File: src/include/mapper_defs.svh
`ifndef MAPPER_DEFS_SVH
`define MAPPER_DEFS_SVH

// address windows of 16 KB each
`define MAP_WIN_N       4
`define MAP_WIN_W       2
`define MAP_OFS_W       14

// page register and physical address
`define MAP_PAGE_W      8
`define MAP_PHYS_W      22
`define MAP_ROMPG_W     5
`define MAP_PAGE_RST    8'h00

// port decode
`define MAP_PORT_ATM    8'hF7
`define MAP_PORT_CFG    8'h77
`define MAP_PORT_7FFD   16'h7FFD
`define MAP_P7FFD_LOCK  5

// high address byte of the DOS entry points
`define MAP_DOS_HI      8'h3D

// fixed RAM pages of windows 1 and 2 in Pentagon mode
`define MAP_PENT_W1     8'd5
`define MAP_PENT_W2     8'd2

`endif
File: src/rtl/mapper_pkg.sv
`default_nettype none

`include "mapper_defs.svh"

package mapper_pkg;

	// ROM view: upper bits unused, low bits select the ROM page
	typedef struct packed {
		logic [`MAP_PAGE_W-`MAP_ROMPG_W-1:0] unused;
		logic [`MAP_ROMPG_W-1:0]             page;
	} rom_view_t;

	typedef union packed {
		logic [`MAP_PAGE_W-1:0] ram;
		rom_view_t              rom;
	} page_word_u;

endpackage

`default_nettype wire

File: src/rtl/page_cfg_if.sv
`timescale 1ns/100ps
`default_nettype none

`include "mapper_defs.svh"

interface page_cfg_if;

	// page register write, one cycle wide
	logic                   wr_en;
	logic [`MAP_WIN_W-1:0]  wr_window;
	logic                   wr_ram;
	logic [`MAP_PAGE_W-1:0] wr_data;

	// global mapping state
	logic                   atm_en;
	logic                   dos;
	logic [7:0]             p7ffd;

	modport cfg (
		output wr_en, wr_window, wr_ram, wr_data, atm_en, dos, p7ffd
	);

	modport pager (
		input wr_en, wr_window, wr_ram, wr_data, atm_en, dos, p7ffd
	);

endinterface

`default_nettype wire

File: src/rtl/zx_mapper.sv
`timescale 1ns/100ps
`default_nettype none

`include "mapper_defs.svh"

module zx_mapper (
	input  wire                    fclk,
	input  wire                    rst_n,
	input  wire                    req_valid,
	output logic                   req_ready,
	input  wire                    req_io,
	input  wire                    req_rnw,
	input  wire                    req_m1,
	input  wire [15:0]             req_addr,
	input  wire [7:0]              req_wdata,
	output logic                   rsp_valid,
	input  wire                    rsp_ready,
	output logic [7:0]             rsp_data,
	output logic                   mem_valid,
	input  wire                    mem_ready,
	output logic                   mem_rnw,
	output logic                   mem_rom,
	output logic [`MAP_PHYS_W-1:0] mem_addr,
	output logic [7:0]             mem_wdata,
	input  wire                    mem_rvalid,
	input  wire [7:0]              mem_rdata
);

	import mapper_pkg::*;

	page_word_u              win_page [`MAP_WIN_N];
	page_word_u              win_raw  [`MAP_WIN_N];
	logic [`MAP_WIN_N-1:0]   win_rom;
	logic [`MAP_WIN_N-1:0]   dos_on;
	logic [`MAP_WIN_N-1:0]   dos_off;
	logic                    fetch_stb;
	logic [15:0]             fetch_addr;
	logic                    io_stb;
	logic                    io_rnw;
	logic [15:0]             io_addr;
	logic [7:0]              io_wdata;
	logic [7:0]              io_rdata;

	page_cfg_if u_cfg ();

	cpu_front u_front (
		.fclk(fclk), .rst_n(rst_n),
		.req_valid(req_valid), .req_ready(req_ready), .req_io(req_io),
		.req_rnw(req_rnw), .req_m1(req_m1), .req_addr(req_addr), .req_wdata(req_wdata),
		.rsp_valid(rsp_valid), .rsp_ready(rsp_ready), .rsp_data(rsp_data),
		.mem_valid(mem_valid), .mem_ready(mem_ready), .mem_rnw(mem_rnw),
		.mem_rom(mem_rom), .mem_addr(mem_addr), .mem_wdata(mem_wdata),
		.mem_rvalid(mem_rvalid), .mem_rdata(mem_rdata),
		.win_page(win_page), .win_rom(win_rom),
		.fetch_stb(fetch_stb), .fetch_addr(fetch_addr),
		.io_stb(io_stb), .io_rnw(io_rnw), .io_addr(io_addr),
		.io_wdata(io_wdata), .io_rdata(io_rdata)
	);

	io_ports u_ports (
		.fclk(fclk), .rst_n(rst_n),
		.io_stb(io_stb), .io_rnw(io_rnw), .io_addr(io_addr), .io_wdata(io_wdata),
		.dos_on(dos_on), .dos_off(dos_off), .win_raw(win_raw),
		.io_rdata(io_rdata), .cfg(u_cfg.cfg)
	);

	////////////////////////////////////////////////////////////
	// one pager per 16 KB window
	////////////////////////////////////////////////////////////

	for (genvar i = 0; i < `MAP_WIN_N; i++)
	begin : g_pager
		window_pager #(.WINDOW(i)) u_pager (
			.fclk(fclk), .rst_n(rst_n),
			.fetch_stb(fetch_stb), .fetch_addr(fetch_addr),
			.page(win_page[i]), .raw(win_raw[i]), .rom(win_rom[i]),
			.dos_on(dos_on[i]), .dos_off(dos_off[i]),
			.cfg(u_cfg.pager)
		);
	end

endmodule

`default_nettype wire

File: src/rtl/cpu_front.sv
`timescale 1ns/100ps
`default_nettype none

`include "mapper_defs.svh"

module cpu_front (
	input  wire                      fclk,
	input  wire                      rst_n,
	// cpu request
	input  wire                      req_valid,
	output logic                     req_ready,
	input  wire                      req_io,
	input  wire                      req_rnw,
	input  wire                      req_m1,
	input  wire [15:0]               req_addr,
	input  wire [7:0]                req_wdata,
	// cpu response
	output logic                     rsp_valid,
	input  wire                      rsp_ready,
	output logic [7:0]               rsp_data,
	// memory side
	output logic                     mem_valid,
	input  wire                      mem_ready,
	output logic                     mem_rnw,
	output logic                     mem_rom,
	output logic [`MAP_PHYS_W-1:0]   mem_addr,
	output logic [7:0]               mem_wdata,
	input  wire                      mem_rvalid,
	input  wire [7:0]                mem_rdata,
	// mapping
	input  mapper_pkg::page_word_u   win_page [`MAP_WIN_N],
	input  wire [`MAP_WIN_N-1:0]     win_rom,
	output logic                     fetch_stb,
	output logic [15:0]              fetch_addr,
	// i/o ports
	output logic                     io_stb,
	output logic                     io_rnw,
	output logic [15:0]              io_addr,
	output logic [7:0]               io_wdata,
	input  wire [7:0]                io_rdata
);

	import mapper_pkg::*;

	typedef enum logic [1:0] {ST_IDLE, ST_MEM, ST_RDWAIT, ST_RSP} state_t;

	state_t                 state;
	logic                   accept;
	page_word_u             sel_page;
	logic                   sel_rom;
	logic [`MAP_PAGE_W-1:0] phys_page;

	logic                   rnw_q;
	logic                   rom_q;
	logic [`MAP_PHYS_W-1:0] addr_q;
	logic [7:0]             wdata_q;
	logic [7:0]             rdata_q;

	assign req_ready = (state == ST_IDLE);
	assign accept    = req_valid & req_ready;

	// strobes to the pagers and the port block at acceptance
	assign fetch_stb  = accept & ~req_io & req_m1;
	assign fetch_addr = req_addr;
	assign io_stb     = accept & req_io;
	assign io_rnw     = req_rnw;
	assign io_addr    = req_addr;
	assign io_wdata   = req_wdata;

	// translation through the selected window
	always_comb
	begin
		sel_page = win_page[req_addr[15:`MAP_OFS_W]];
		sel_rom  = win_rom[req_addr[15:`MAP_OFS_W]];
		if (sel_rom)
			phys_page = {{(`MAP_PAGE_W-`MAP_ROMPG_W){1'b0}}, sel_page.rom.page};
		else
			phys_page = sel_page.ram;
	end

	////////////////////////////////////////////////////////////
	// request FSM
	////////////////////////////////////////////////////////////

	always_ff @(posedge fclk)
	begin
		if (!rst_n)
			state <= ST_IDLE;
		else
		begin
			case (state)
				ST_IDLE:
					if (accept)
						state <= req_io ? ST_RSP : ST_MEM;
				ST_MEM:
					if (mem_ready)
						state <= rnw_q ? ST_RDWAIT : ST_RSP;
				ST_RDWAIT:
					if (mem_rvalid)
						state <= ST_RSP;
				default:
					if (rsp_ready)
						state <= ST_IDLE;
			endcase
		end
	end

	// captured request, address frozen before any DOS change lands
	always_ff @(posedge fclk)
	begin
		if (accept)
		begin
			rnw_q   <= req_rnw;
			rom_q   <= sel_rom;
			addr_q  <= {phys_page, req_addr[`MAP_OFS_W-1:0]};
			wdata_q <= req_wdata;
			// port read byte, don't care for a write
			if (req_io)
				rdata_q <= io_rdata;
		end
		else if (state == ST_RDWAIT && mem_rvalid)
			rdata_q <= mem_rdata;
	end

	assign mem_valid = (state == ST_MEM);
	assign mem_rnw   = rnw_q;
	assign mem_rom   = rom_q;
	assign mem_addr  = addr_q;
	assign mem_wdata = wdata_q;

	assign rsp_valid = (state == ST_RSP);
	assign rsp_data  = rdata_q;

endmodule

`default_nettype wire

File: src/rtl/window_pager.sv
`timescale 1ns/100ps
`default_nettype none

`include "mapper_defs.svh"

module window_pager #(
	parameter int WINDOW = 0
) (
	input  wire                     fclk,
	input  wire                     rst_n,
	input  wire                     fetch_stb,
	input  wire [15:0]              fetch_addr,
	output mapper_pkg::page_word_u  page,
	output mapper_pkg::page_word_u  raw,
	output logic                    rom,
	output logic                    dos_on,
	output logic                    dos_off,
	page_cfg_if.pager               cfg
);

	import mapper_pkg::*;

	localparam logic [`MAP_WIN_W-1:0] WIN_SEL = WINDOW[`MAP_WIN_W-1:0];

	page_word_u raw_q;
	logic       ram_q;
	logic       fetch_hit;

	// stored ATM page and its RAM/ROM bit
	always_ff @(posedge fclk)
	begin
		if (!rst_n)
		begin
			raw_q <= `MAP_PAGE_RST;
			ram_q <= 1'b0;
		end
		else if (cfg.wr_en && cfg.wr_window == WIN_SEL)
		begin
			raw_q <= cfg.wr_data;
			ram_q <= cfg.wr_ram;
		end
	end

	assign raw = raw_q;

	// effective page
	always_comb
	begin
		page = raw_q;
		rom  = ~ram_q;
		if (!cfg.atm_en)
		begin
			case (WINDOW)
				0:
				begin
					// ROM page = dos*2 + 7FFD bit 4
					page.rom.unused = '0;
					page.rom.page   = {{(`MAP_ROMPG_W-2){1'b0}}, cfg.dos, cfg.p7ffd[4]};
					rom             = 1'b1;
				end
				1:
				begin
					page.ram = `MAP_PENT_W1;
					rom      = 1'b0;
				end
				2:
				begin
					page.ram = `MAP_PENT_W2;
					rom      = 1'b0;
				end
				default:
				begin
					page.ram = {{(`MAP_PAGE_W-3){1'b0}}, cfg.p7ffd[2:0]};
					rom      = 1'b0;
				end
			endcase
		end
	end

	////////////////////////////////////////////////////////////
	// DOS on/off detection on opcode fetch
	////////////////////////////////////////////////////////////

	assign fetch_hit = fetch_stb && (fetch_addr[15:`MAP_OFS_W] == WIN_SEL);

	assign dos_on  = (WINDOW == 0) && fetch_hit && rom && (fetch_addr[15:8] == `MAP_DOS_HI);
	assign dos_off = (WINDOW != 0) && fetch_hit;

endmodule

`default_nettype wire

File: src/rtl/io_ports.sv
`timescale 1ns/100ps
`default_nettype none

`include "mapper_defs.svh"

module io_ports (
	input  wire                     fclk,
	input  wire                     rst_n,
	input  wire                     io_stb,
	input  wire                     io_rnw,
	input  wire [15:0]              io_addr,
	input  wire [7:0]               io_wdata,
	input  wire [`MAP_WIN_N-1:0]    dos_on,
	input  wire [`MAP_WIN_N-1:0]    dos_off,
	input  mapper_pkg::page_word_u  win_raw [`MAP_WIN_N],
	output logic [7:0]              io_rdata,
	page_cfg_if.cfg                 cfg
);

	import mapper_pkg::*;

	logic                   io_wr;
	logic                   hit_7ffd;
	logic                   hit_cfg;
	logic                   hit_atm;

	logic [7:0]             p7ffd_q;
	logic                   atm_en_q;
	logic                   dos_q;
	logic                   wr_en_q;
	logic [`MAP_WIN_W-1:0]  wr_window_q;
	logic                   wr_ram_q;
	logic [`MAP_PAGE_W-1:0] wr_data_q;

	////////////////////////////////////////////////////////////
	// port decode
	////////////////////////////////////////////////////////////

	assign io_wr    = io_stb & ~io_rnw;
	assign hit_7ffd = (io_addr == `MAP_PORT_7FFD);
	assign hit_cfg  = (io_addr[7:0] == `MAP_PORT_CFG);
	assign hit_atm  = (io_addr[7:0] == `MAP_PORT_ATM);

	////////////////////////////////////////////////////////////
	// mapping state
	////////////////////////////////////////////////////////////

	always_ff @(posedge fclk)
	begin
		if (!rst_n)
		begin
			p7ffd_q  <= 8'h00;
			atm_en_q <= 1'b0;
			dos_q    <= 1'b0;
			wr_en_q  <= 1'b0;
		end
		else
		begin
			// 7FFD stays frozen once its lock bit is set
			if (io_wr && hit_7ffd && !p7ffd_q[`MAP_P7FFD_LOCK])
				p7ffd_q <= io_wdata;
			if (io_wr && hit_cfg)
				atm_en_q <= io_wdata[0];
			// turn-off wins over turn-on
			if (|dos_off)
				dos_q <= 1'b0;
			else if (|dos_on)
				dos_q <= 1'b1;
			wr_en_q <= io_wr & hit_atm;
		end
	end

	// page write payload, window from A15:14, RAM/ROM from A13
	always_ff @(posedge fclk)
	begin
		if (io_wr && hit_atm)
		begin
			wr_window_q <= io_addr[15:`MAP_OFS_W];
			wr_ram_q    <= io_addr[13];
			wr_data_q   <= io_wdata;
		end
	end

	assign cfg.wr_en     = wr_en_q;
	assign cfg.wr_window = wr_window_q;
	assign cfg.wr_ram    = wr_ram_q;
	assign cfg.wr_data   = wr_data_q;
	assign cfg.atm_en    = atm_en_q;
	assign cfg.dos       = dos_q;
	assign cfg.p7ffd     = p7ffd_q;

	// read back of the raw page register, unused ports float high
	assign io_rdata = hit_atm ? win_raw[io_addr[15:`MAP_OFS_W]].ram : 8'hFF;

endmodule

`default_nettype wire

File: config.mk
export PLATFORM = sky130hd
export DESIGN_NAME = zx_mapper
export DESIGN_NICKNAME = d
export VERILOG_FILES = /design/src/rtl/mapper_pkg.sv /design/src/rtl/page_cfg_if.sv /design/src/rtl/zx_mapper.sv /design/src/rtl/cpu_front.sv /design/src/rtl/window_pager.sv /design/src/rtl/io_ports.sv
export VERILOG_INCLUDE_DIRS = /design/src /design/src/include
export SDC_FILE = /design/constraint.sdc
export NUM_CORES = 1
export LEC_CHECK = 0
export BUFFER_PORTS_ARGS = -buffer_cell sky130_fd_sc_hd__buf_2
export CAP_MARGIN = 20
export CELL_PAD_IN_SITES_DETAIL_PLACEMENT = 0
export CELL_PAD_IN_SITES_GLOBAL_PLACEMENT = 1
export CORE_UTILIZATION = 28
export CTS_CLUSTER_DIAMETER = 100
export DETAILED_ROUTE_END_ITERATION = 6
export GPL_TIMING_DRIVEN = 0
export HOLD_SLACK_MARGIN = 0.03
export PLACE_DENSITY_LB_ADDON = 0.1
export SYNTH_ARGS = -nofsm -noshare
export SYNTH_HDL_FRONTEND = slang
export SYNTH_HIERARCHICAL = 1
export SYNTH_SLANG_ARGS = --single-unit
File: constraint.sdc
create_clock -name fclk -period 2.9 [get_ports fclk]
set_input_delay 0.58 -clock fclk [delete_from_list [all_inputs] [get_ports fclk]]
set_output_delay 0.58 -clock fclk [all_outputs]
set_load 0.02 [all_outputs]
==> impl.org, run 1 <==
** Layout
- The filler cells instantiated in the layout total 1,769.
- Summing all flip-flop and latch instances after layout gives 2450 µm².
- Area growth syn-to-layout :: 20.3%
- Antenna Cells :: 0
- Commonest non-fill, non-tap cells in the layout :: buf_2 (85), nand2_1 (79), edfxtp_1 (51)
- The multi-input combinational cells in the finished layout cover a total of between 2000 and 2500 µm².
- Of the cells placed in the final design, the portion with a size suffix greater than 1 is 0.370.
- For this run, the post-layout net count is about 560.
- Final design area excluding fillers :: between 5000 and 6000 µm²
- Most common library cell in the layout ignoring fill and taps :: buf_2

** Detailed routing
- In this run the remaining antenna-violating nets after routing total 0.
- In the routed design, unresolved DRC markers number 0.
- Detail-routed net length per standard cell :: 17.6 µm
- Vias per std cell :: 4.37
- Detailed routing inserted a total of about 3,200 vias.
- Starting DRT DRC Count :: 217
- Routed wire length :: roughly 13,000 µm
- For this run, the detailed router's first-pass iteration total came to 6.

** Floorplanning
- In this run the standard cell core region covers between 15,000 and 20,000 µm².
- The floorplan step set the die height to 135 µm.
- Placement Rows :: 48
- Io pins :: 84
- Initial core utilization :: 0.286
- Die outline area :: between 15,000 and 20,000 µm²
- Die X-Extent :: between 100 and 150 µm

** GRT
- Via count of the first global-routing pass :: roughly 3,100
- Number of antenna violations at the first check in global routing :: 0
- The total overflow left after global routing is 0.
- Entering global routing, the biggest net connects 33 pins.
- Global-route wire length before repair :: 19,000 µm
- Across every metal layer, demand over resource in global routing totals 0.148.

** Timing
- Final critical-path share of the clock period :: 0.905
- Measured against its own limit, the worst slew margin works out to 0.458.
- The worst path needs between 2 and 3 ns of the cycle, external delays included.
- Final hold slack :: 0.414 ns
- Between clock sinks in the finished design, the worst skew comes to 0.00716 ns.
- Setup Total Neg Slack :: 0 ns
- For the pin with the worst max-slew slack, the measured transition is 0.812 ns.
- The max-slew violation total from the final report is 0.
- Final count of negative-setup-slack endpoints :: 0
- Fin worst setup slack :: 0.276 ns
- Unrepaired setup endpoints after global routing :: no
- Maximum clock rate :: between 0.3 and 0.4 GHz
- Count of endpoints failing hold in the final timing report :: 0

** Clocking
- The root buffer cell chosen for the clock tree is clkbuf_16.
- TritonCTS sink count :: slightly below 100
- Number of buffers created by CTS :: 9
- In this run, post-CTS hold repair placed 0 buffers.
- After clock tree synthesis, the repair step resized 0 gates.
- The H-tree was split into 3 levels.
- TritonCTS built the clock tree.
- Post-CTS Setup Repair Bufs :: 0
- Reg clk slew, reported paths :: 0.07 ns
- Clock latency on the worst-skew pair, taken at its later pin, is between 0.3 and 0.4 ns.
- No sink is reached through more buffers than the 2 on the longest clock path.

** Placed design
- At the placement stage, the worst setup path has a slack of around 0.21 ns.
- Routability congestion estimate :: between 0.7 and 0.8
- Number of port buffers :: slightly above 80
- Total half-perimeter wirelength after legalization and detailed placement :: ~9000 µm
- After detailed placement, the total cell area comes to around 5600 µm².

** Setup path
- The critical path in this run is classified as reg -> reg.
- STA classifies the critical path startpoint as a flop.
- Kind of end point of the critical path :: flop
- For the worst flop-to-flop path, the logic depth is 10.
- Worst setup slack for register-to-register paths :: about 0.28 ns
- Maximum net fanout on the critical path :: 10
- Signal arrival time at the worst endpoint :: between 2 and 3 ns
- Data on the critical path is required at its endpoint by between 3 and 4 ns.
- CP Capture Point :: u_ports/cfg.dos
- Worst R2R Start :: u_front/state[0]
- Reg-to-reg critical path endpoint :: u_ports/cfg.dos
- Worst setup path startpoint :: u_front/state[0]

** Power
- Power consumption :: ~3.6 mW
- Max rail drop VDD :: ~270 µV
- Power spread over the standard cell area amounts to just over 600 nW/µm².
- Leak pwr :: between 2 and 2.5 nW

** Synthesis
- Dividing the synthesized area by the synthesized cell count gives between 10 and 15 µm².
- Synthesis produced a netlist with a net count of ~460.
- Synthesized cell area :: between 4000 and 5000 µm²
- For this run, the number of Yosys warnings is 6.
- Counting every instance in the synthesized netlist gives between 400 and 500.

** Worst hold path
- In this run the worst hold path is classified as in -> reg.

** Outcome
- The flow ran to the end, and the final reports show no timing, DRC or antenna violations.

** Job
- The tool flagged a number of max-cap violations equal to 0.
-- area by class of cell --
| type | instances | share of cell area |
|---|---|---|
| repair buffers | 82 | 0.0702 |
| multi-input cells | 255 | 0.340 |
| plain buffers | 59 | 0.0755 |
| clock buffers | 10 | 0.0422 |
| inverters | 5 | 0.00316 |
| flip-flops and latches | 97 | 0.413 |
| well taps | 225 | 0.0474 |
| clock inverters | 6 | 0.00801 |
-- per-stage QoR --
stage	utilization	std cells
after CTS	0.344	739
after detailed placement	0.327	723
final	0.344	739
after floorplan	-	416
after global placement	0.326	722
after global routing	0.344	739
-- power by group --
| part | switching [mW] | internal, mW | total [mW] |
|---|---|---|---|
| sequential | 0.0423 | 1.63 | 1.67 |
| clock | 0.557 | 0.644 | 1.20 |
| combinational | 0.471 | 0.268 | 0.739 |
-- layer usage --
metal / wire length, µm / GRT usage / vias to the layer above
met5: 0 / 0 / -
met3: 536 / 0.0218 / 13
li1: - / - / 1607
met1: 5910 / 0.194 / 1541
met4: 182 / 0.0562 / 0
met2: 6410 / 0.246 / 66
-- sequential cells by signal, indices dropped and copies added (netlist names) --
name / cells
u_ports/cfg.wr_ram: 1
u_ports/cfg.wr_data: 8
u_front/rsp_data: 8
u_ports/cfg.dos: 1
g_pager.u_pager/ram_q: 4
u_front/mem_addr: 22
g_pager.u_pager/raw: 32
u_ports/cfg.p7ffd: 5
u_ports/cfg.wr_window: 2
u_front/mem_wdata: 8
u_front/mem_rnw: 1
u_front/mem_rom: 1
u_ports/cfg.atm_en: 1
u_front/state: 2
u_ports/cfg.wr_en: 1
-- how the worst min path moves through the flow --
stage	from	to	cells past startpoint
finish	req_wdata[2]	u_front/mem_wdata[2]	1
global route	req_wdata[2]	u_front/mem_wdata[2]	1
CTS	req_wdata[2]	u_front/mem_wdata[2]	1
detailed placement	g_pager[0].u_pager/ram_q	g_pager[0].u_pager/ram_q	2
global placement	g_pager[1].u_pager/ram_q	g_pager[1].u_pager/ram_q	2
floorplan	g_pager[0].u_pager/ram_q	g_pager[0].u_pager/ram_q	2
-- worst max-delay path: stages (launching register included) --
cell and delay, ns:
dfxtp_1 0.36, inv_1 0.11, ha_1 0.21, nand2_1 0.09
buf_2 0.21, nor3b_1 0.56, or3b_4 0.46, nor4b_4 0.20
or4_1 0.14, nor2_1 0.03, nor4_1 0.15
Power figures use the tool's default switching activity.
==> run 2: changes to the inputs <==
- ABC_AREA: unset -> 1
==> run 2 against run 1 <==
Net effect: the run now ends with DRC left; sequential share of layout area fell by 2.0 points; design area grew 5.0%; combinational power grew 23%; synthesized cell count grew 61%; core utilization hardly changed; clock power about the same; global-route usage rose by 0.90 points; via count increased by 32%; count of clock-buffer cells in the layout stayed put; final cell count rose by 35%.
==> impl.org, run 2 <==
** Power
- The analysis attributes to net switching a power of between 1 and 1.5 mW.
- Cell Int Power :: between 2 and 3 mW
- Across the VDD grid, the largest voltage drop is 283 µV.
- In this run the power density over the cells is 608 nW/µm².
- Of the total power, combinational logic draws 0.239.
- Leak pwr :: 3.02 nW
- Relative contribution of the clock network to total power :: 0.316
- Of the total power, the share spent switching nets is 0.308.
- The share of total power dissipated in sequential elements is 0.444.

** Placed design
- Timing analysis after detailed placement gives a worst setup slack of around 0.37 ns.
- Buffers placed on the I/O ports in this run total 81.
- Routability congestion estimate :: 0.848
- Total half-perimeter wirelength after legalization and detailed placement :: between 10,000 and 15,000 µm

** Clocking
- At the later pin of the worst-skew pair, clock insertion delay measures around 0.35 ns.
- After clock tree synthesis, the clock-pin slew on the worst setup and hold paths is around 0.07 ns.
- Buffers inserted to repair hold after CTS numbered 0.
- Number of buffers created by CTS :: 9
- The tree built by TritonCTS fans out to 97 sinks.
- TritonCTS built the clock tree.
- CTS built an H-tree with a depth of 3.
- Clock tree root buffer cell :: clkbuf_16
- The clock passes through at most 2 buffers.
- Post-CTS repair changed the size of 0 cells.
- Buffers added to address setup during post-CTS repair amount to 0.

** Layout
- The library cell used most frequently in the layout, excluding fill and tap cells, is nand2_1.
- FF/Latch Area :: roughly 2500 µm²
- Number of flip-flops under the largest register name :: 32
- Final layout net count :: ~800
- Number of filler instances in the final layout :: between 1,500 and 2,000
- In the final layout, the share of cells above drive strength 1 is 0.239.
- From synthesis to final layout, the design area changed by 19.4%.
- Commonest non-fill, non-tap cells in the layout :: nand2_1 (151), nor2_1 (136), inv_1 (90)
- Area used by multi-input combinational logic :: about 1900 µm²
- Antenna Cells :: 0

** GRT
- Via count of the first global-routing pass :: 4,188
- The initial antenna violation count was 0.
- Entering global routing, the biggest net connects 24 pins.
- Aggregate global routing overflow :: 0
- The first global-routing pass estimated between 20,000 and 25,000 µm of wire.
- In the global route stage, overall resource usage came out at 0.157.

** Detailed routing
- Post-route antenna net violation count :: 0
- Vias per std cell :: ~4.3
- The final layout contains routed wiring with a total length of 14,500 µm.
- The detailed router placed 4,267 vias in this run.
- Detail-routed net length per standard cell :: about 14 µm
- Starting DRT DRC Count :: approximately 210
- The first detailed-routing pass took 6 iterations.
- DRC errors left :: 2

** Setup path
- The critical path contains buffers and inverters numbering 3 combined.
- Reg-to-reg critical path endpoint :: u_front/mem_wdata[3]
- The startpoint identified for the worst register-to-register timing path is u_front/state[1].
- Ordered cell list for the critical path :: inv_1, ha_1, nand2_1, clkinv_1, buf_16
- Maximum net fanout on the critical path :: 23
- Kind of end point of the critical path :: flop
- Worst setup path startpoint :: u_front/state[1]
- Critical Path RT :: about 3.0 ns
- The largest single stage delay on the critical path is between 0.5 and 0.6 ns.
- Critical Path Source Type :: flop
- CP Capture Point :: u_front/mem_wdata[3]
- At the worst endpoint, the arrival time is between 2 and 2.5 ns.
- For the worst flop-to-flop path, the logic depth is 5.
- Family with the most delay on the worst path :: buffers and inverters
- Crit path max-delay cell type :: clkinv_1
- The setup check on the worst reg-to-reg path leaves a slack of ~0.86 ns.
- Logic depth of the worst setup path including buffers :: 5
- The setup path with the least slack is of type reg -> reg.

** Synthesis
- Synthesis produced a netlist whose cell count is around 670.
- Each instance of the synthesized netlist takes up on average 7.77 µm².
- After synthesis the cells add up to roughly 5200 µm².
- When the netlist entered floorplanning its net count stood at roughly 720.
- Warning count from the yosys run :: 6

** Floorplanning
- The die covers between 15,000 and 20,000 µm².
- Initial core utilization :: 0.288
- Measured along the y axis, the die boundary spans about 140 µm.
- Core area :: between 15,000 and 20,000 µm²
- Io pins :: 84
- After floorplanning, the core was divided into 49 placement rows.
- In this run the horizontal extent of the chip is between 100 and 150 µm.

** Timing
- For the final routed database, the setup TNS stands at 0 ns.
- Once routing completed, OpenROAD measured the worst setup slack at ~0.86 ns.
- The max-slew violation total from the final report is 0.
- Maximum clock rate :: slightly below 0.5 GHz
- Setup repair after global routing left no endpoint under its margin.
- The smallest clock period supported by the final layout is computed as 2.04 ns.
- The number of endpoints with negative hold slack in the final report came to 0.
- Transition time at the pin with the least slew margin :: 0.670 ns
- Final count of negative-setup-slack endpoints :: 0
- Normalized max-slew margin :: 0.551
- In the finished design, the share of the clock period the worst path needs comes to 0.705.
- On the final layout, the worst clock skew is 0.00946 ns.

** Worst hold path
- The path class of the tightest hold or removal check is in -> reg.

** Outcome
- Result of the run :: finished, violations left
- Violations in the final reports :: DRC

** Job
- Max_cap viols :: 0
[run 2: cell types whose count changed in the layout (fill, tap and decap cells not counted), moves of 12 or more]
cell,delta
and2_1,-25
o21ai_0,+25
nand3_1,+18
inv_1,+86
mux2_2,-13
nor2_1,+132
nor2b_1,-12
mux2i_1,-39
mux4_2,-12
a21oi_1,+14
nand2_1,+72
[run 2: worst register-to-register path, cell delays in order (launching register included)]
cell and delay, ns:
dfxtp_1 0.42, inv_1 0.11, ha_1 0.22, nand2_1 0.10, clkinv_1 0.54, buf_16 0.40
[run 2: how the worst min path moves through the flow]
stage / startpoint / end / slack, ns / depth (start not counted)
3_3_place_gp: u_ports/cfg.p7ffd[5] / u_ports/cfg.p7ffd[5] / 0.46 / 2
3_5_place_dp: u_ports/cfg.p7ffd[5] / u_ports/cfg.p7ffd[5] / 0.46 / 2
5_1_grt: req_wdata[7] / u_front/mem_wdata[7] / 0.41 / 1
4_1_cts: req_addr[14] / u_ports/cfg.wr_window[0] / 0.40 / 1
6_report: req_addr[14] / u_ports/cfg.wr_window[0] / 0.41 / 1
2_1_floorplan: u_ports/cfg.p7ffd[5] / u_ports/cfg.p7ffd[5] / 0.45 / 2
[run 2: power by group through the flow]
stage          Clock (mW)  Combinational [mW]  Sequential [mW]
6_report             1.20               0.906             1.68
5_1_grt              1.28               0.998             1.70
4_1_cts              1.24               0.925             1.69
3_5_place_dp            0               0.924             1.72
3_3_place_gp            0               0.877             1.72
2_1_floorplan           0               0.475             1.86
[run 2: through the flow]
| stage | hold WS (ns) | util | cells | instance area (µm²) | power, mW |
|---|---|---|---|---|---|
| final | 0.413 | 0.344 | 998 | 6230 | 3.79 |
| after global routing | 0.407 | 0.344 | 998 | 6230 | 3.98 |
| after detailed placement | 0.461 | 0.328 | 982 | 5940 | 2.64 |
| after global placement | 0.459 | 0.327 | 981 | 5910 | 2.60 |
| after floorplan | 0.445 | - | 671 | 5220 | 2.34 |
| after CTS | 0.400 | 0.344 | 997 | 6220 | 3.85 |
[run 2: area by class of cell]
class / count / share of cell area
Buffer: 62 / 0.0781
Clock buffer: 10 / 0.0368
Clock inverter: 5 / 0.00904
Inverter: 95 / 0.0595
Multi-Input combinational cell: 417 / 0.306
Sequential cell: 97 / 0.394
Tap cell: 229 / 0.0460
Timing Repair Buffer: 83 / 0.0707
[run 2: layer usage]
layer	wire, µm	part of all wire	track usage	vias up
met2	6930	0.48	0.265	74
met5	0	0	0	-
li1	-	-	-	2233
met1	6850	0.47	0.204	1947
met3	480	0.033	0.0215	13
met4	208	0.014	0.0591	0
==> run 3: changes to the inputs <==
- ABC_AREA: 1 -> 0
- clock period: 2.9 -> 1.9 ns (I/O delays scaled with it)
==> run 3 against run 2 <==
Net effect: the flow finishes with violations (setup timing); design area fell by 3.0%; maximum frequency rose by 4.6%; sequential share of layout area rose by 1.4 points; worst hold slack got worse by 0.20 ns; sequential power rose by 52%; critical path depth rose by 4; combinational power rose by 39%; register-to-register slack got worse by 0.91 ns; final cell count fell by 25%; first-iteration DRC count fell by 1.4%; critical path type unchanged; largest cell class unchanged.
==> impl.org, run 3 (same netlist as run 1, synthesis figures left out) <==
** Outcome
- The flow ran to the end, but the final reports show violations.
- The checks that failed: setup timing.

** Detailed routing
- The routed design uses around 6500 µm of met2 wire.
- Starting DRT DRC Count :: about 210
- Vias :: roughly 3,400
- After detailed routing, the average wire length per cell comes to approximately 18 µm.
- Wires add up to between 10,000 and 15,000 µm.
- After detailed routing, the number of remaining DRC violations is 0.
- DR top layer :: met4
- Met3 wire length :: between 600 and 700 µm
- Vias per std cell :: between 4 and 5
- Met1 wire length :: 5970 µm
- Post-route antenna net violation count :: 0
- Number of optimization iterations in the first detailed-route pass :: 4

** Clocking
- Reg clk slew, reported paths :: around 0.070 ns
- The number of clock buffers added by TritonCTS is 9.
- Hold buffer count at cts :: 0
- In this run the clock root is driven by a clkbuf_16.
- Clock tree from TritonCTS :: yes
- Buffer levels on the longest clock path :: 2
- Clock tree synthesis found a total of 97 sinks.
- The later pin in the worst-skew pair is clocked with a latency of between 0.3 and 0.4 ns.
- H-tree level count :: 3

** Placed design
- Dpl cell area :: 5640 µm²
- Post-placement cell count :: 723
- At the placement stage, the worst setup path has a slack of -0.536 ns.
- Summed over all nets, the half-perimeter wirelength after detailed placement is around 9100 µm.
- Buffers placed on the I/O ports in this run total around 80.
- Routability-driven placement finished with a final weighted congestion of 0.747.

** GRT
- Via count of the first global-routing pass :: 3,339
- Global-route wire length before repair :: 20,000 µm
- Number of antenna violations at the first check in global routing :: 0
- In the global route stage, overall resource usage came out at 0.154.
- Aggregate global routing overflow :: 0
- Pin count of the biggest net entering global routing :: 33

** Power
- IR analysis of the VDD net gives a maximum drop of slightly above 400 µV.
- Leak pwr :: between 2 and 2.5 nW
- Power per cell area :: just over 900 nW/µm²

** Layout
- The library cell used most frequently in the layout, excluding fill and tap cells, is buf_2.
- The repair_antennas step left the layout with diodes totalling 0.
- The count of cells in the finished layout, fillers not included, comes to around 750.
- Commonest non-fill, non-tap cells in the layout :: buf_2 (82), nand2_1 (78), buf_4 (56)
- The register with the most flip-flops in the layout has 32 of them.
- Final layout net count :: ~560
- Area growth syn-to-layout :: 22.5%
- Fraction of layout instances using a drive strength above 1 :: 0.395
- Core utilization of the finished layout :: 0.351
- Summing all non-filler instances in the final layout gives an area of ~6000 µm².

** Setup path
- Maximum net fanout on the critical path :: 4
- Traced cell by cell, the critical path runs through inv_4, ha_4, nand2_4, nor3b_4, or3b_4, nor4b_4, or4_1, nor2_1, nor4_1.
- Critical Path Source Type :: flop
- Crit path max-delay cell type :: or3b_4
- The worst setup path is captured at a flop.
- Critical Path RT :: 2.16 ns
- Signal arrival time at the worst endpoint :: ~2.2 ns
- By startpoint and endpoint, the worst setup path is classified as reg -> reg.
- On the worst path, the slowest cell contributes a delay of approximately 0.4 ns.

** Timing
- Maximum clock rate :: between 0.5 and 0.6 GHz
- Normalized max-slew margin :: 0.557
- Fin. max-slew vios :: 0
- Fin worst setup slack :: -0.0540 ns
- Final count of negative-setup-slack endpoints :: 1
- The number of endpoints with negative hold slack in the final report came to 0.
- Setup Total Neg Slack :: -0.0540 ns
- Counting I/O delays and the setup requirement, the final critical path takes slightly below 2 ns.
- Final critical-path share of the clock period :: 1.03
- Unrepaired setup endpoints after global routing :: yes
- For the pin with the worst max-slew slack, the measured transition is 0.664 ns.
- Clock Skews :: around 0.0095 ns

** Floorplanning
- Die extent in y :: 135 µm
- For this configuration, the core starts out at a cell density of 0.286.
- After floorplanning, the core was divided into between 40 and 50 placement rows.
- In this run the count of I/O pins placed on the die edge is 84.
- Core area :: 17,200 µm²
- Die X-Extent :: around 130 µm
- The floorplan step defined a die boundary enclosing ~18,000 µm².

** Worst hold path
- The worst hold path belongs to the class in -> reg.

** Job
- Max-cap violations in this run came to 0.
run 3: cell count changes in the layout (fill, tap and decap cells not counted), moves of 13 or more:
cell     change
and2_1      +25
nor2_1     -132
buf_4       +15
a21oi_1     -14
nand2_1     -73
o21ai_0     -25
mux2i_1     +39
nand3_1     -18
mux2_2      +13
inv_1       -88
run 3: timing repair:
action,in CTS,in global routing
pin swaps,4,7
setup buffers,7,2
resized for setup,21,0
endpoints found under the setup margin,52,8
run 3: cell type report:
| cell class | count | area, µm² |
|---|---|---|
| Inverter | 5 | 26.3 |
| Sequential cell | 97 | 2460 |
| Tap cell | 225 | 282 |
| Timing Repair Buffer | 91 | 484 |
| Clock inverter | 6 | 41.3 |
| Clock buffer | 10 | 239 |
| Fill cell | 1759 | 11200 |
| Multi-Input combinational cell | 255 | 2060 |
| Buffer | 58 | 452 |
run 3: where the power goes:
part	leakage [nW]	switching (mW)	internal [mW]
clock	0.135	0.846	0.926
combinational	1.40	0.769	0.491
sequential	0.851	0.0597	2.49
run 3: metal layers:
layer | global-route usage | vias up
met5 | 0 | -
met4 | 0.0643 | 0
met3 | 0.0203 | 14
met2 | 0.253 | 86
met1 | 0.202 | 1631
li1 | - | 1629
run 3: critical path: cells and delay by family (launching register included):
family	cells	cell delay (ns)
buffers and inverters	1	0.06
adders and majority gates	1	0.15
and+or+nand+nor	7	1.29
DFF	1	0.36
run 3: final timing paths:
check             slack (ns)                     start                        to  cells after the start
setup / recovery       -0.05          u_front/state[0]           u_ports/cfg.dos                      9
hold / removal          0.21              req_wdata[4]      u_front/mem_wdata[4]                      1
setup reg to reg       -0.05          u_front/state[0]           u_ports/cfg.dos                      9
hold reg to reg         0.47  g_pager[1].u_pager/ram_q  g_pager[1].u_pager/ram_q                      2
run 3: metrics by stage:
step / hold slack [ns] / power (mW)
2_1_floorplan: 0.435 / 3.36
6_report: 0.213 / 5.58
3_3_place_gp: 0.444 / 3.74
3_5_place_dp: 0.455 / 3.75
5_1_grt: 0.209 / 5.84
4_1_cts: 0.204 / 5.66
